===== config.mk =====
export PLATFORM = sky130hd
export DESIGN_NAME = dispatch_top
export DESIGN_NICKNAME = d
export VERILOG_FILES = /design/src/rtl/dispatch_pkg.sv /design/src/rtl/dispatch_top.sv /design/src/rtl/insn_classify.sv /design/src/rtl/insn_intake.sv /design/src/rtl/operand_extract.sv
export SDC_FILE = /design/constraint.sdc
export NUM_CORES = 1
export LEC_CHECK = 0
export ABC_AREA = 0
export BUFFER_PORTS_ARGS = -buffer_cell sky130_fd_sc_hd__buf_4
export CORE_ASPECT_RATIO = 0.75
export CORE_MARGIN = 3
export CORE_UTILIZATION = 40
export DETAILED_ROUTE_END_ITERATION = 6
export GPL_ROUTABILITY_DRIVEN = 0
export GPL_TIMING_DRIVEN = 0
export PLACE_DENSITY = 0.65
export SYNTH_ARGS = -nofsm -noshare
export SYNTH_HDL_FRONTEND = slang
export SYNTH_SLANG_ARGS = --single-unit

===== constraint.sdc =====
create_clock -name in_clk -period 6.7 [get_ports in_clk]
set_input_delay 2.01 -clock in_clk [delete_from_list [all_inputs] [get_ports in_clk]]
set_output_delay 2.01 -clock in_clk [all_outputs]
set_load 0.02 [all_outputs]

===== src/rtl/dispatch_pkg.sv =====
package dispatch_pkg;

  // Decoded instruction classes, in encoding-table order
  typedef enum logic [4:0] {
    OP_LDUR, OP_STUR, OP_ADD, OP_SUB, OP_ADDS, OP_SUBS,
    OP_ORR, OP_EOR, OP_ANDS, OP_MOVK, OP_MOVZ, OP_ADRP,
    OP_CSEL, OP_CSINC, OP_B, OP_B_COND, OP_BL, OP_CBZ,
    OP_CBNZ, OP_RET, OP_NOP, OP_HLT, OP_ERR
  } opcode_t;

  typedef enum logic [1:0] {
    FU_ALU,
    FU_LS,
    FU_BR
  } fu_t;

  // PLUS is zero so an undecoded word leaves an all-zero ALU field
  typedef enum logic [2:0] {
    ALU_OP_PLUS, ALU_OP_MINUS, ALU_OP_OR, ALU_OP_EOR,
    ALU_OP_AND, ALU_OP_MOV, ALU_OP_CSEL, ALU_OP_CSINC
  } alu_op_t;

  typedef enum logic [3:0] {
    COND_EQ, COND_NE, COND_CS, COND_CC, COND_MI, COND_PL, COND_VS, COND_VC,
    COND_HI, COND_LS, COND_GE, COND_LT, COND_GT, COND_LE, COND_AL, COND_NV
  } cond_t;

  // Register form: Rm at 20:16, shift amount or cond/op bits at 15:10
  typedef struct packed {
    logic [10:0] top;
    logic [4:0]  rm;
    logic [5:0]  mid;
    logic [4:0]  rn;
    logic [4:0]  rd;
  } insn_reg_t;

  // Immediate form: imm12 at 21:10
  typedef struct packed {
    logic [9:0]  top;
    logic [11:0] imm12;
    logic [4:0]  rn;
    logic [4:0]  rd;
  } insn_imm_t;

  typedef union packed {
    insn_reg_t rform;
    insn_imm_t iform;
  } insn_u;

  typedef struct packed {
    insn_u   word;
    opcode_t op;
  } stage_t;

  typedef struct packed {
    opcode_t     op;
    fu_t         fu;
    alu_op_t     alu_op;
    logic [4:0]  src1;
    logic [4:0]  src2;
    logic [4:0]  dst;
    logic [63:0] imm;
    logic        use_imm;
    logic        set_nzcv;
    logic        writes_dst;
    cond_t       cond;
  } uop_t;

  localparam logic [1:0] resp_okay   = 2'b00;
  localparam logic [1:0] resp_slverr = 2'b10;

  localparam int unsigned reg_insn  = 32'h0;
  localparam int unsigned reg_count = 32'h4;

endpackage


===== src/rtl/dispatch_top.sv =====
`timescale 1ns/1ps

module dispatch_top #(
  parameter int addr_w = 4
) (
  input  logic               in_clk,
  input  logic               rst_n,
  input  logic [addr_w-1:0]  awaddr,
  input  logic               awvalid,
  output logic               awready,
  input  logic [31:0]        wdata,
  input  logic               wvalid,
  output logic               wready,
  output logic [1:0]         bresp,
  output logic               bvalid,
  input  logic               bready,
  input  logic [addr_w-1:0]  araddr,
  input  logic               arvalid,
  output logic               arready,
  output logic [31:0]        rdata,
  output logic [1:0]         rresp,
  output logic               rvalid,
  input  logic               rready,
  output dispatch_pkg::uop_t uop,
  output logic               uop_valid,
  input  logic               uop_ready
);

  dispatch_pkg::insn_u  s1_word;
  logic                 s1_valid;
  logic                 s1_ready;
  dispatch_pkg::stage_t s2;
  logic                 s2_valid;
  logic                 s2_ready;

  insn_intake #(.addr_w(addr_w)) i_intake (.*);

  insn_classify i_classify (.*);

  operand_extract i_extract (.*);

endmodule


===== src/rtl/insn_classify.sv =====
`timescale 1ns/1ps

module insn_classify (
  input  logic                 in_clk,
  input  logic                 rst_n,
  input  dispatch_pkg::insn_u  s1_word,
  input  logic                 s1_valid,
  output logic                 s1_ready,
  output dispatch_pkg::stage_t s2,
  output logic                 s2_valid,
  input  logic                 s2_ready
);

  dispatch_pkg::opcode_t op;

  // 64-bit encodings only, first match wins
  always_comb begin
    casez (s1_word)
      32'b1111_1000_010?_????_????_00??_????_????: op = dispatch_pkg::OP_LDUR;
      32'b1111_1000_000?_????_????_00??_????_????: op = dispatch_pkg::OP_STUR;
      // Shift bit 22 is not interpreted
      32'b1001_0001_0???_????_????_????_????_????: op = dispatch_pkg::OP_ADD;
      32'b1101_0001_0???_????_????_????_????_????: op = dispatch_pkg::OP_SUB;
      // Shifted register forms with LSL only
      32'b1010_1011_000?_????_????_????_????_????: op = dispatch_pkg::OP_ADDS;
      32'b1110_1011_000?_????_????_????_????_????: op = dispatch_pkg::OP_SUBS;
      32'b1010_1010_000?_????_????_????_????_????: op = dispatch_pkg::OP_ORR;
      32'b1100_1010_000?_????_????_????_????_????: op = dispatch_pkg::OP_EOR;
      32'b1110_1010_000?_????_????_????_????_????: op = dispatch_pkg::OP_ANDS;
      32'b1111_0010_1???_????_????_????_????_????: op = dispatch_pkg::OP_MOVK;
      32'b1101_0010_1???_????_????_????_????_????: op = dispatch_pkg::OP_MOVZ;
      32'b1??1_0000_????_????_????_????_????_????: op = dispatch_pkg::OP_ADRP;
      32'b1001_1010_100?_????_????_00??_????_????: op = dispatch_pkg::OP_CSEL;
      32'b1001_1010_100?_????_????_01??_????_????: op = dispatch_pkg::OP_CSINC;
      32'b0001_01??_????_????_????_????_????_????: op = dispatch_pkg::OP_B;
      32'b0101_0100_????_????_????_????_???0_????: op = dispatch_pkg::OP_B_COND;
      32'b1001_01??_????_????_????_????_????_????: op = dispatch_pkg::OP_BL;
      32'b1011_0100_????_????_????_????_????_????: op = dispatch_pkg::OP_CBZ;
      32'b1011_0101_????_????_????_????_????_????: op = dispatch_pkg::OP_CBNZ;
      32'b1101_0110_0101_1111_0000_00??_???0_0000: op = dispatch_pkg::OP_RET;
      32'b1101_0101_0000_0011_0010_0000_0001_1111: op = dispatch_pkg::OP_NOP;
      32'b1101_0100_010?_????_????_????_???0_0000: op = dispatch_pkg::OP_HLT;
      default: op = dispatch_pkg::OP_ERR;
    endcase
  end

  assign s1_ready = !s2_valid || s2_ready;

  // Stage 2 register
  always_ff @(posedge in_clk) begin
    if (!rst_n) begin
      s2_valid <= 1'b0;
    end else if (s1_valid && s1_ready) begin
      s2_valid <= 1'b1;
    end else if (s2_ready) begin
      s2_valid <= 1'b0;
    end
    if (s1_valid && s1_ready) begin
      s2.word <= s1_word;
      s2.op   <= op;
    end
  end

endmodule


===== src/rtl/insn_intake.sv =====
`timescale 1ns/1ps

module insn_intake #(
  parameter int addr_w = 4
) (
  input  logic                in_clk,
  input  logic                rst_n,
  input  logic [addr_w-1:0]   awaddr,
  input  logic                awvalid,
  output logic                awready,
  input  logic [31:0]         wdata,
  input  logic                wvalid,
  output logic                wready,
  output logic [1:0]          bresp,
  output logic                bvalid,
  input  logic                bready,
  input  logic [addr_w-1:0]   araddr,
  input  logic                arvalid,
  output logic                arready,
  output logic [31:0]         rdata,
  output logic [1:0]          rresp,
  output logic                rvalid,
  input  logic                rready,
  output dispatch_pkg::insn_u s1_word,
  output logic                s1_valid,
  input  logic                s1_ready
);

  logic        wr_is_insn;
  logic        s1_free;
  logic        wr_accept;
  logic        rd_accept;
  logic [31:0] insn_count;

  assign wr_is_insn = awaddr == addr_w'(dispatch_pkg::reg_insn);
  assign s1_free    = !s1_valid || s1_ready;

  // Address and data are taken in the same cycle, one response outstanding
  assign wr_accept = awvalid && wvalid && !bvalid && (!wr_is_insn || s1_free);
  assign awready   = wr_accept;
  assign wready    = wr_accept;
  assign rd_accept = arvalid && arready;

  // Stage 1 register
  always_ff @(posedge in_clk) begin
    if (!rst_n) begin
      s1_valid <= 1'b0;
    end else if (wr_accept && wr_is_insn) begin
      s1_valid <= 1'b1;
    end else if (s1_ready) begin
      s1_valid <= 1'b0;
    end
    if (wr_accept && wr_is_insn) begin
      s1_word <= wdata;
    end
  end

  always_ff @(posedge in_clk) begin
    if (!rst_n) begin
      bvalid     <= 1'b0;
      insn_count <= '0;
    end else if (wr_accept) begin
      bvalid <= 1'b1;
      bresp  <= wr_is_insn ? dispatch_pkg::resp_okay : dispatch_pkg::resp_slverr;
      if (wr_is_insn) begin
        insn_count <= insn_count + 32'd1;
      end
    end else if (bready) begin
      bvalid <= 1'b0;
    end
  end

  // Read channel; arready comes up the cycle after reset and drops while rvalid is held
  always_ff @(posedge in_clk) begin
    if (!rst_n) begin
      arready <= 1'b0;
      rvalid  <= 1'b0;
    end else if (rd_accept) begin
      arready <= 1'b0;
      rvalid  <= 1'b1;
      if (araddr == addr_w'(dispatch_pkg::reg_count)) begin
        rdata <= insn_count;
        rresp <= dispatch_pkg::resp_okay;
      end else begin
        rdata <= '0;
        rresp <= dispatch_pkg::resp_slverr;
      end
    end else if (rvalid && rready) begin
      rvalid  <= 1'b0;
      arready <= 1'b1;
    end else if (!rvalid) begin
      arready <= 1'b1;
    end
  end

endmodule


===== src/rtl/operand_extract.sv =====
`timescale 1ns/1ps

module operand_extract (
  input  logic                 in_clk,
  input  logic                 rst_n,
  input  dispatch_pkg::stage_t s2,
  input  logic                 s2_valid,
  output logic                 s2_ready,
  output dispatch_pkg::uop_t   uop,
  output logic                 uop_valid,
  input  logic                 uop_ready
);

  dispatch_pkg::uop_t nxt;
  logic [31:0]        bits;
  logic [4:0]         rd;
  logic [4:0]         rn;
  logic [4:0]         rm;

  assign bits = s2.word;
  assign rd   = s2.word.iform.rd;
  assign rn   = s2.word.iform.rn;
  assign rm   = s2.word.rform.rm;

  always_comb begin
    nxt = '0;
    nxt.op = s2.op;
    case (s2.op)
      dispatch_pkg::OP_LDUR, dispatch_pkg::OP_STUR: begin
        nxt.fu      = dispatch_pkg::FU_LS;
        nxt.src1    = rn;
        // Signed imm9 offset sits across Rm and the top of the mid field
        nxt.imm     = {{55{bits[20]}}, s2.word.rform.rm, s2.word.rform.mid[5:2]};
        nxt.use_imm = 1'b1;
        if (s2.op == dispatch_pkg::OP_STUR) begin
          nxt.src2 = rd;
        end else begin
          nxt.dst        = rd;
          nxt.writes_dst = 1'b1;
        end
      end
      dispatch_pkg::OP_ADD, dispatch_pkg::OP_SUB: begin
        nxt.alu_op     = (s2.op == dispatch_pkg::OP_SUB) ? dispatch_pkg::ALU_OP_MINUS
                                                         : dispatch_pkg::ALU_OP_PLUS;
        nxt.src1       = rn;
        nxt.dst        = rd;
        nxt.writes_dst = 1'b1;
        nxt.imm        = {52'd0, s2.word.iform.imm12};
        nxt.use_imm    = 1'b1;
      end
      dispatch_pkg::OP_ADDS, dispatch_pkg::OP_SUBS, dispatch_pkg::OP_ORR,
      dispatch_pkg::OP_EOR, dispatch_pkg::OP_ANDS: begin
        case (s2.op)
          dispatch_pkg::OP_SUBS: nxt.alu_op = dispatch_pkg::ALU_OP_MINUS;
          dispatch_pkg::OP_ORR:  nxt.alu_op = dispatch_pkg::ALU_OP_OR;
          dispatch_pkg::OP_EOR:  nxt.alu_op = dispatch_pkg::ALU_OP_EOR;
          dispatch_pkg::OP_ANDS: nxt.alu_op = dispatch_pkg::ALU_OP_AND;
          default:               nxt.alu_op = dispatch_pkg::ALU_OP_PLUS;
        endcase
        nxt.set_nzcv   = s2.op inside {dispatch_pkg::OP_ADDS, dispatch_pkg::OP_SUBS,
                                       dispatch_pkg::OP_ANDS};
        nxt.src1       = rn;
        nxt.src2       = rm;
        nxt.dst        = rd;
        nxt.writes_dst = 1'b1;
      end
      dispatch_pkg::OP_MOVK, dispatch_pkg::OP_MOVZ: begin
        nxt.alu_op     = dispatch_pkg::ALU_OP_MOV;
        nxt.dst        = rd;
        nxt.writes_dst = 1'b1;
        nxt.imm        = {48'd0, bits[20:5]};
        nxt.use_imm    = 1'b1;
      end
      dispatch_pkg::OP_ADRP: begin
        nxt.dst        = rd;
        nxt.writes_dst = 1'b1;
        // immhi:immlo is a signed page count
        nxt.imm        = {{31{bits[23]}}, bits[23:5], bits[30:29], 12'h000};
        nxt.use_imm    = 1'b1;
      end
      dispatch_pkg::OP_CSEL, dispatch_pkg::OP_CSINC: begin
        nxt.alu_op     = (s2.op == dispatch_pkg::OP_CSINC) ? dispatch_pkg::ALU_OP_CSINC
                                                           : dispatch_pkg::ALU_OP_CSEL;
        nxt.src1       = rn;
        nxt.src2       = rm;
        nxt.dst        = rd;
        nxt.writes_dst = 1'b1;
        nxt.cond       = dispatch_pkg::cond_t'(bits[15:12]);
      end
      dispatch_pkg::OP_B: nxt.fu = dispatch_pkg::FU_BR;
      dispatch_pkg::OP_B_COND: begin
        nxt.fu   = dispatch_pkg::FU_BR;
        nxt.cond = dispatch_pkg::cond_t'(bits[3:0]);
      end
      dispatch_pkg::OP_BL: begin
        // Link register
        nxt.fu         = dispatch_pkg::FU_BR;
        nxt.dst        = 5'd30;
        nxt.writes_dst = 1'b1;
      end
      dispatch_pkg::OP_CBZ, dispatch_pkg::OP_CBNZ: begin
        nxt.fu   = dispatch_pkg::FU_BR;
        nxt.src1 = rd;
      end
      dispatch_pkg::OP_RET: begin
        nxt.fu   = dispatch_pkg::FU_BR;
        nxt.src1 = rn;
      end
      default: ;
    endcase
  end

  assign s2_ready = !uop_valid || uop_ready;

  // Stage 3 register, held while the consumer stalls
  always_ff @(posedge in_clk) begin
    if (!rst_n) begin
      uop_valid <= 1'b0;
    end else if (s2_valid && s2_ready) begin
      uop_valid <= 1'b1;
    end else if (uop_ready) begin
      uop_valid <= 1'b0;
    end
    if (s2_valid && s2_ready) begin
      uop <= nxt;
    end
  end

endmodule


# == Word level (Yosys, flattened, before mapping) ==
# Index checks and enable logic that the tools add are counted.
# word_totals
regBits,238
wordCells,138
# op_classes
muxes,29
eq_ne,43
bitwise,1
n_reduce_logical,40
n_addsub,1
# op_table
op,count
$pmux 65 s4,1
$pmux 5 s22,1
$eq 11x11->1 const B,5
$eq 13x13->1 const B,4
$eq 5x4->1 const B,8
$eq 9x9->1 const B,4
$add 32x1->32 const B,1
$eq 32x32->1 const B,1
$eq 27x27->1 const B,1
$pmux 3 s4,2
$reduce_or 12->1,2
$eq 5x3->1 const B,4
$eq 5x5->1 const B,4
$pmux 5 s2,2
$eq 16x16->1 const B,1
$eq 8x8->1 const B,2
$mux 1,15
$pmux 5 s3,1
$reduce_or 13->1,1
$eq 6x6->1 const B,2
$reduce_or 2->1,6
$eq 5x2->1 const B,2
$mux 5,2
$reduce_bool 2->1,5
other kinds (20),37

# == Depth between registers and ports, before layout ==
# Gate-level depths: netlist of the first run.
# logic_depth
word_depth,8
mapped_depth,8

# == Cells and area by module ==
# A second synthesis of the first run with hierarchy kept.
# unflattened
hier_cells,651
hier_area_um2,8817.2
# by_module_without_submodules
mod,cells_each,instances,area_per_inst_um2
insn_intake,292,1,3897.5
operand_extract,229,1,3165.5
insn_classify,130,1,1754.2

# == Worst setup path before layout of the first run ==
# No wires, ideal clock.
# synth_path
path_type,input port to flip-flop
start,input port uop_ready
end,"register, netlist name i_extract.uop[0]"
setup_ns,0.496
slack_ns,1.226
t_arrival_ns,4.978
required_time_ns,6.204
path_buffers,0
path_stages,2
path_cell_list,nor2b_1 nor2b_1
# synth_between
elab_chain_cells,2
# synth_rtl
item,line,text
from (decl),dispatch_top.sv:26,input logic uop_ready
$logic_or 1x1->1,operand_extract.sv:113,assign s2_ready = !uop_valid || uop_ready;
$logic_and 1x1->1,operand_extract.sv:124,if (s2_valid && s2_ready) begin
# No other way between the ends.
# A chain may end at the register's enable or synchronous reset.

# == Worst setup path after layout of the first run ==
# layout_path
start,input port awaddr[1]
end,output port wready
# layout_between
elab_chain_cells,4
# layout_rtl
item,line,text
from (decl),dispatch_top.sv:8,"input logic [addr_w-1:0] awaddr,"
$logic_not 4->1,insn_intake.sv:35,assign wr_is_insn = awaddr == addr_w'(dispatch_pkg::reg_insn);
$logic_not 1->1,insn_intake.sv:39,assign wr_accept = awvalid && wvalid && !bvalid && (!wr_is_insn || s1_free);
$logic_or 1x1->1,insn_intake.sv:39,
$logic_and 1x1->1,insn_intake.sv:39,
to (decl),dispatch_top.sv:13,"output logic wready,"
# No other way between the ends.

==> results of run 1 <==
-- how the worst min path moves through the flow --
stage                             end            startpoint  depth (start not counted)
global route        i_classify.s2[19]  i_intake.s1_word[14]                          0
detailed placement  i_classify.s2[21]  i_intake.s1_word[16]                          0
global placement    i_classify.s2[10]   i_intake.s1_word[5]                          0
CTS                 i_classify.s2[21]  i_intake.s1_word[16]                          0
floorplan           i_classify.s2[10]   i_intake.s1_word[5]                          0
finish              i_classify.s2[14]   i_intake.s1_word[9]                          0
-- report_power, final --
part / switching (uW) / internal [uW] / total [uW]
logic: 36.3 / 36.8 / 73.1
registers: 5.62 / 1340 / 1350
clock network: 476 / 528 / 1000
-- cells by family (layout without fill, tap and decap cells) --
group / Yosys count / after routing / synth area share
mux: 1 / 1 / 0.00118
other cells: 1 / 2 / 0.000442
xor+xnor: 28 / 28 / 0.0289
simple gates: 259 / 259 / 0.177
compound gates: 92 / 92 / 0.0797
buf+inv: 70 / 288 / 0.0478
flops: 200 / 200 / 0.664
fa+ha+maj: 1 / 1 / 0.00148
-- flip-flops by register name (all words and copies together), names as in the netlist --
| name | count |
|---|---|
| i_intake.s1_word | 32 |
| i_intake.rresp | 1 |
| i_intake.rvalid | 1 |
| i_intake.bvalid | 1 |
| i_intake.arready | 1 |
| i_extract.uop_valid | 1 |
| i_intake.insn_count | 32 |
| i_classify.s2_valid | 1 |
| i_intake.rdata | 32 |
| i_intake.s1_valid | 1 |
| i_classify.s2 | 31 |
| i_intake.bresp | 1 |
| i_extract.uop | 65 |
-- layout make-up --
class / count / area (sq um) / share of cell area
tap: 282 / 353 / 0.0324
clock inverter: 14 / 155 / 0.0142
timing repair buffer: 187 / 1470 / 0.135
buffer: 59 / 364 / 0.0334
multi-input combinational: 383 / 2470 / 0.226
inverter: 11 / 41.3 / 0.00379
clock buffer: 17 / 425 / 0.0390
sequential: 200 / 5630 / 0.516
-- per-stage QoR --
step | area, sq um | power [uW] | cells | hold slack (ns) | utilization
floorplan | 8480 | 1400 | 653 | 0.417 | -
global placement | 10200 | 1450 | 1117 | 0.432 | 0.498
detailed placement | 10300 | 1450 | 1121 | 0.439 | 0.503
CTS | 10900 | 2450 | 1152 | 0.457 | 0.532
global route | 10900 | 2500 | 1153 | 0.471 | 0.532
finish | 10900 | 2420 | 1153 | 0.453 | 0.532
-- metal layers --
layer,vias to the layer above,global-route usage
li1,2786,-
met5,-,0
met2,246,0.228
met3,15,0.0426
met1,2747,0.260
met4,0,0.0348
-- worst max-delay path, delay by kind of cell --
kind,cells,cell delay [ns]
simple gates,3,0.79
buf+inv,4,0.56
-- cells in the final DEF (no fill, tap or decap), drive strengths merged, types with 17 or more instances in the layout --
master	synthesis	routed
and2	57	57
inv	11	19
nand3	23	23
buf	36	222
clkbuf	23	41
a21o	18	18
nor2	36	36
edfxtp	162	162
nand2	42	42
xnor2	17	17
dfxtp	38	38
==> impl_metrics.json, run 1 <==
{
  "dr.max_layer_used": "met4",
  "syn-cell-area_sq_um": 8480,
  "syn_area_per_cell_sq_um": 13.0,
  "vdd_drop_max_mv": 0.171,
  "via_count": 5794,
  "synth_ff_type": "edfxtp_1",
  "ys_async_sr_fraction": 0,
  "clockBufferDepth": 2,
  "fin_worst_skew_ns": 0.0181,
  "rr_worst_depth": 7,
  "pin_count": 186,
  "setup_viol": 0,
  "timing.rr.end": "i_extract.uop[22]",
  "crit_end": "wready",
  "fp.dieH_um": 132,
  "cts-htree-levels": 4,
  "grt_pass1_wl_mm": 29.7,
  "yosys-top-cells-area": "edfxtp_1 (57%), dfxtp_1 (9.0%), and2_1 (4.2%), buf_4 (3.0%), nand2_1 (1.9%)",
  "critical-path-max-stage-delay_ns": 0.52,
  "worstPathArrival_ns": 3.36,
  "critPathKind": "input pin to output port",
  "crit_required_ns": 4.69,
  "dp_slack_ns": 1.33,
  "finalHoldViolations": 0,
  "synth_top_area_cell": "edfxtp_1",
  "post_drt_via_cell_ratio": 5.03,
  "start_util": 0.414,
  "clock_insertion_delay_worst_skew_ns": 0.44,
  "die_w_um": 174,
  "crit_path_end_kind": "output port",
  "wl_mm": 19.3,
  "overflow": 0,
  "drv_cap": 0,
  "synth_edf_count": 162,
  "holdCritPathClass": "flop to flop",
  "cts_tree": "done",
  "fin_ws_ns": 1.33,
  "tns_ns": 0,
  "place_hpwl_mm": 14.4,
  "wl_per_cell_um": 16.8,
  "antenna_found_initial": 0,
  "core-area_sq_um": 20500,
  "numPortBuffers": 182,
  "rsz0062_at_grt": "no",
  "grt_pass1_vias": 5310,
  "relSlewSlack": 0.405,
  "synth_top_cell_area_share": 0.574,
  "nNetsFinal": 908,
  "critPathSlowestCell": "or4_4",
  "cts-buffers-inserted": 17,
  "finalMaxSlewViolations": 0,
  "synthTopCellsByCount": "edfxtp_1 (162), and2_1 (57), nand2_1 (42)",
  "crit_fanout": 6,
  "critPathLaunchType": "input pin",
  "postCtsSetupRepairBufs": 0,
  "cts_root_buf": "clkbuf_16",
  "cpMostUsedCell": "buf_4",
  "fillers": 1805,
  "grt_max_degree": 36,
  "rows": 45,
  "synth_seq_cells": 200,
  "yosysSeqAreaShare": 0.664,
  "route.met3.wl_mm": 1.58,
  "cts_resized": 0,
  "p_leak_uw": 0.00397,
  "drtAntennaViolNets": 0,
  "worstMarginPinSlew_ns": 0.891,
  "r2r_slack_ns": 4.13,
  "synth_cells": 652,
  "syn2layout_area_growth_pct": 28.6,
  "dieArea_sq_um": 23000,
  "track_usage": 0.165,
  "clk_pin_slew_ns": 0.07,
  "drt_iter0_drc": 472,
  "crit_start": "awaddr[1]",
  "outcome": "completed",
  "synth.most_common_cell": "edfxtp_1",
  "r2r-start": "i_classify.s2[3]",
  "wl_met1_mm": 9.62,
  "fmax_mhz": 186,
  "fin_crit_ns": 5.37,
  "drcViolationCount": 0,
  "yosys_warnings": 0,
  "min_period_over_period": 0.802,
  "cts_hold_buf": 0,
  "dr.pass1.iters": 5,
  "p_per_area_nw_per_um2": 222,
  "layout-drive-gt1-share": 0.302,
  "clock_sinks": 200,
  "diodes": 0,
  "wl_met2_mm": 7.98,
  "cp_cell_sequence": "buf_4 -> or4_4 -> buf_6 -> and2b_1 -> nor2_1 -> buf_4 -> buf_4",
  "synth_cell_types": 57
}
No activity file was read; power rests on OpenSTA's default activity.
==> run 2: changes to the inputs <==
- ABC_AREA: 0 -> 1
- PLACE_DENSITY: 0.65 -> 0.64
- clock period: 6.7 -> 5.1 ns (I/O delays scaled with it)
==> impl_metrics.json, run 2 <==
{
  "outcome": "completed",
  "min_period_over_period": 0.844,
  "diodes": 0,
  "numPortBuffers": 182,
  "cts-htree-levels": 4,
  "track_usage": 0.186,
  "drtAntennaViolNets": 0,
  "post_drt_via_cell_ratio": 4.96,
  "finalHoldViolations": 0,
  "ys_async_sr_fraction": 0,
  "pin_count": 186,
  "power_uw": 3280,
  "rr_worst_depth": 6,
  "layout_commonest_cell": "buf_4",
  "met1_usage": 0.290,
  "critical-path-max-stage-delay_ns": 0.31,
  "setup_viol": 0,
  "synth_cells": 951,
  "vdd_drop_max_mv": 0.153,
  "start_util": 0.412,
  "worstMarginPinSlew_ns": 1.19,
  "layout-drive-gt1-share": 0.269,
  "crit_required_ns": 3.57,
  "clockBufferDepth": 2,
  "final_cell_mix": "buf_4 (220), nand2_1 (186), edfxtp_1 (162), nor2_1 (149), inv_1 (122)",
  "grt_pass1_vias": 6437,
  "synth_cell_types": 40,
  "tns_ns": 0,
  "yosys-top-cells-area": "edfxtp_1 (53%), dfxtp_1 (8.3%), nand2_1 (7.6%), nor2_1 (6.1%), inv_1 (5.0%)",
  "synth.most_common_cell": "nand2_1",
  "antenna_found_initial": 0,
  "crit_path_end_kind": "output port",
  "relSlewSlack": 0.208,
  "critPathLaunchType": "input pin",
  "fin_util": 0.522,
  "place_hpwl_mm": 17.8,
  "cp_cell_sequence": "buf_4 -> inv_1 -> nand2_1 -> nor2_1 -> nand2_1 -> o21ai_0 -> inv_1 -> buf_4 -> buf_4",
  "dieArea_sq_um": 24900,
  "top_register": "i_extract.uop",
  "overflow": 0,
  "fmax_mhz": 232,
  "fin_worst_skew_ns": 0.0124,
  "drcViolationCount": 0,
  "die_w_um": 181,
  "rows": 47,
  "synth_edf_count": 162,
  "fin_hold_ws_ns": 0.474,
  "whs_endpoint": "i_classify.s2[17]",
  "grt_pass1_wl_mm": 35.8,
  "p_per_area_nw_per_um2": 281,
  "min_from": "i_intake.s1_word[12]",
  "nNetsFinal": 1205,
  "r2r_slack_ns": 3.00,
  "syn-cell-area_sq_um": 9200,
  "synthTopCellsByCount": "nand2_1 (186), edfxtp_1 (162), nor2_1 (150)",
  "critPathSlowestCell": "o21ai_0",
  "synth_top_cell_area_share": 0.529,
  "synth_seq_cells": 200,
  "synth_ff_type": "edfxtp_1",
  "finalMaxSlewViolations": 0,
  "holdCritPathClass": "flop to flop",
  "cts-buffers-inserted": 17,
  "grt_max_degree": 42,
  "worstPathArrival_ns": 2.77,
  "cts_hold_buf": 0,
  "core-area_sq_um": 22300,
  "clock_sinks": 200,
  "wl_per_cell_um": 15.9,
  "cpMostUsedCell": "buf_4",
  "grtUsageMet2": 0.250,
  "wl_mm": 23.3,
  "cts_tree": "done",
  "cts_resized": 0,
  "fp.dieH_um": 137,
  "p_leak_uw": 0.00487,
  "yosysSeqAreaShare": 0.612,
  "min_path_cells": 0,
  "clk_pin_slew_ns": 0.08,
  "clock_insertion_delay_worst_skew_ns": 0.44,
  "dr.pass1.iters": 5,
  "grtUsageMet3": 0.0538,
  "timing.rr.end": "i_intake.s1_word[4]",
  "postCtsSetupRepairBufs": 0,
  "via_count": 7253,
  "syn_area_per_cell_sq_um": 9.67,
  "design_area_sq_um": 11700,
  "fin_crit_ns": 4.30,
  "drv_cap": 0,
  "place_area_sq_um": 11000,
  "grt_busiest_layer": "met1",
  "r2r-start": "i_classify.s2_valid",
  "drt_iter0_drc": 625,
  "critPathKind": "input pin to output port",
  "syn2layout_area_growth_pct": 26.9,
  "cts_root_buf": "clkbuf_16",
  "synth_top_area_cell": "edfxtp_1",
  "largest_reg_flops": 65,
  "crit_fanout": 3,
  "rsz0062_at_grt": "no",
  "yosys_warnings": 0
}
[run 2: kinds of logic after synthesis]
| group | Yosys count | share of synthesized area |
|---|---|---|
| buf+inv | 184 | 0.0927 |
| compound gates | 95 | 0.0635 |
| simple gates | 465 | 0.226 |
| xor+xnor | 5 | 0.00476 |
| fa+ha+maj | 1 | 0.00136 |
| flops | 200 | 0.612 |
| other cells | 1 | 0.000408 |
[run 2: worst max-delay path by stage]
stage / startpoint / slack, ns / end / cells past startpoint
after detailed placement: uop_ready / 0.79 / wready / 9
after global routing: uop_ready / 0.58 / wready / 9
final: uop_ready / 0.80 / wready / 9
after floorplan: uop_ready / 1.09 / wready / 7
after global placement: rst_n / -0.05 / i_intake.rdata[24] / 4
after CTS: uop_ready / 0.78 / wready / 9
[run 2: cell type report]
type                       count  area, sq um
inverter                     133          499
sequential                   200         5630
timing repair buffer         185         1440
multi-input combinational    568         2740
clock inverter                15          220
fill                        2036        10700
clock buffer                  17          425
tap                          294          368
buffer                        51          353
[run 2: routing by layer]
layer,up-vias,part of all wire
met5,-,0
met4,0,0.012
met3,18,0.11
met2,361,0.40
met1,3346,0.48
li1,3528,-
[run 2: stage by stage]
step | std cells | setup slack [ns]
2_1_floorplan | 952 | 1.09
3_3_place_gp | 1428 | -0.0469
3_5_place_dp | 1431 | 0.792
4_1_cts | 1463 | 0.784
5_1_grt | 1463 | 0.575
6_report | 1463 | 0.797
[run 2: worst max-delay path, delay by kind of cell]
| family | cells | cell delay (ns) |
|---|---|---|
| compound gates | 1 | 0.31 |
| simple gates | 3 | 0.34 |
| buf+inv | 5 | 0.58 |
[run 2: power breakdown]
group / leakage, uW / total (uW) / switching, uW / internal, uW
clock network: 0.000310 / 1420 / 700 / 725
registers: 0.00189 / 1760 / 6.02 / 1760
logic: 0.00266 / 91.1 / 49.3 / 41.8
==> run 3: changes to the inputs <==
- PLACE_DENSITY: 0.64 -> 0.67
- clock period: 5.1 -> 3.64 ns (I/O delays scaled with it)
==> impl_metrics.json, run 3 (synthesis gave the netlist of run 2 again) <==
{
  "outcome": "completed",
  "largest_reg_flops": 65,
  "numPortBuffers": 182,
  "post_drt_via_cell_ratio": 4.95,
  "fin_util": 0.519,
  "finalMaxSlewViolations": 0,
  "min_period_over_period": 0.942,
  "layout-drive-gt1-share": 0.269,
  "fp.dieH_um": 137,
  "design_area_sq_um": 11600,
  "place_area_sq_um": 11000,
  "clk_pin_slew_ns": 0.08,
  "r2r-start": "i_extract.uop_valid",
  "cts-buffers-inserted": 17,
  "cts_hold_buf": 0,
  "crit_required_ns": 2.55,
  "antenna_found_initial": 0,
  "dr.pass1.iters": 5,
  "critPathKind": "input pin to output port",
  "drtAntennaViolNets": 0,
  "overflow": 0,
  "wl_mm": 23.9,
  "critPathSlowestCell": "o21ai_0",
  "rr_worst_depth": 6,
  "cts_root_buf": "clkbuf_16",
  "relSlewSlack": 0.202,
  "syn2layout_area_growth_pct": 26.2,
  "min_from": "i_intake.s1_word[6]",
  "finalHoldViolations": 0,
  "fin_hold_ws_ns": 0.454,
  "fin_crit_ns": 3.43,
  "holdCritPathClass": "flop to flop",
  "top_register": "i_extract.uop",
  "whs_endpoint": "i_classify.s2[11]",
  "grt_pass1_vias": 6692,
  "dieArea_sq_um": 24900,
  "clock_insertion_delay_worst_skew_ns": 0.45,
  "setup_viol": 0,
  "worstPathArrival_ns": 2.34,
  "track_usage": 0.191,
  "fin_ws_ns": 0.209,
  "final_cell_mix": "buf_4 (220), nand2_1 (186), edfxtp_1 (162), nor2_1 (149), inv_1 (122)",
  "grt_max_degree": 42,
  "diodes": 0,
  "cpMostUsedCell": "buf_4",
  "cts-htree-levels": 4,
  "fin_worst_skew_ns": 0.0166,
  "rows": 47,
  "vdd_drop_max_mv": 0.245,
  "clock_sinks": 200,
  "min_path_cells": 0,
  "layout_commonest_cell": "buf_4",
  "p_leak_uw": 0.00485,
  "place_hpwl_mm": 18.2,
  "worstMarginPinSlew_ns": 1.20,
  "drt_iter0_drc": 731,
  "critPathLaunchType": "input pin",
  "rsz0062_at_grt": "no",
  "drv_cap": 0,
  "fillers": 2037,
  "crit_path_end_kind": "output port",
  "fmax_mhz": 291,
  "clockBufferDepth": 2,
  "postCtsSetupRepairBufs": 0,
  "wl_per_cell_um": 16.3,
  "nNetsFinal": 1204,
  "drcViolationCount": 0,
  "cts_resized": 0,
  "cts_tree": "done",
  "via_count": 7236,
  "crit_buf_inv": 5,
  "cp_cell_sequence": "buf_4 -> inv_1 -> nand2_1 -> nor2_1 -> nand2_1 -> o21ai_0 -> inv_1 -> buf_4 -> buf_4",
  "p_per_area_nw_per_um2": 390,
  "grt_pass1_wl_mm": 36.9,
  "r2r_slack_ns": 1.53,
  "critical-path-max-stage-delay_ns": 0.33,
  "pin_count": 186,
  "start_util": 0.412,
  "die_w_um": 181,
  "crit_fanout": 3,
  "core-area_sq_um": 22300,
  "timing.rr.end": "i_intake.s1_word[25]",
  "dp_slack_ns": 0.215,
  "critical_path.top_delay_family": "buffers and inverters"
}
-- run 3: cell type report --
cell class / instances / area, sq um / area share
plain buffers: 51 / 353 / 0.0304
clock buffers: 17 / 425 / 0.0366
clock inverters: 15 / 181 / 0.0156
inverters: 133 / 499 / 0.0430
multi-input cells: 568 / 2740 / 0.236
flip-flops and latches: 200 / 5630 / 0.485
well taps: 294 / 368 / 0.0317
repair buffers: 184 / 1410 / 0.122
-- run 3: routing by layer --
metal / track usage / wire, um / share of wire / vias up
met5: 0 / 0 / 0 / -
met4: 0.0393 / 199 / 0.0083 / 0
met3: 0.0546 / 2290 / 0.096 / 12
met2: 0.267 / 9700 / 0.41 / 351
met1: 0.295 / 11700 / 0.49 / 3353
li1: - / - / - / 3520
-- run 3: worst reg2reg max path: cells and delay by family, from the launching register on --
| kind | cells | cell delay [ns] |
|---|---|---|
| buffers and inverters | 2 | 0.86 |
| and+or+nand+nor | 4 | 0.50 |
| DFF | 1 | 0.35 |
-- run 3: power breakdown --
part           internal (uW)  switching (uW)  total (uW)
Sequential              2460            8.59        2470
Clock                    945             991        1940
Combinational           58.2            68.4         127
Total                   3460            1070        4530
-- run 3: metrics by stage --
| step | setup TNS [ns] | cells | total power (uW) |
|---|---|---|---|
| floorplan | 0 | 952 | 2570 |
| global placement | -86.85 | 1428 | 2650 |
| detailed placement | 0 | 1430 | 2650 |
| CTS | 0 | 1462 | 4570 |
| global route | 0 | 1462 | 4680 |
| finish | 0 | 1462 | 4530 |
-- run 3: how the worst max path moves through the flow --
| stage | start | endpoint | depth (start not counted) |
|---|---|---|---|
| 6_report | uop_ready | wready | 9 |
| 3_3_place_gp | rst_n | i_intake.rdata[23] | 4 |
| 5_1_grt | uop_ready | wready | 9 |
| 3_5_place_dp | uop_ready | wready | 9 |
| 2_1_floorplan | uop_ready | i_extract.uop[0] | 2 |
| 4_1_cts | uop_ready | wready | 9 |
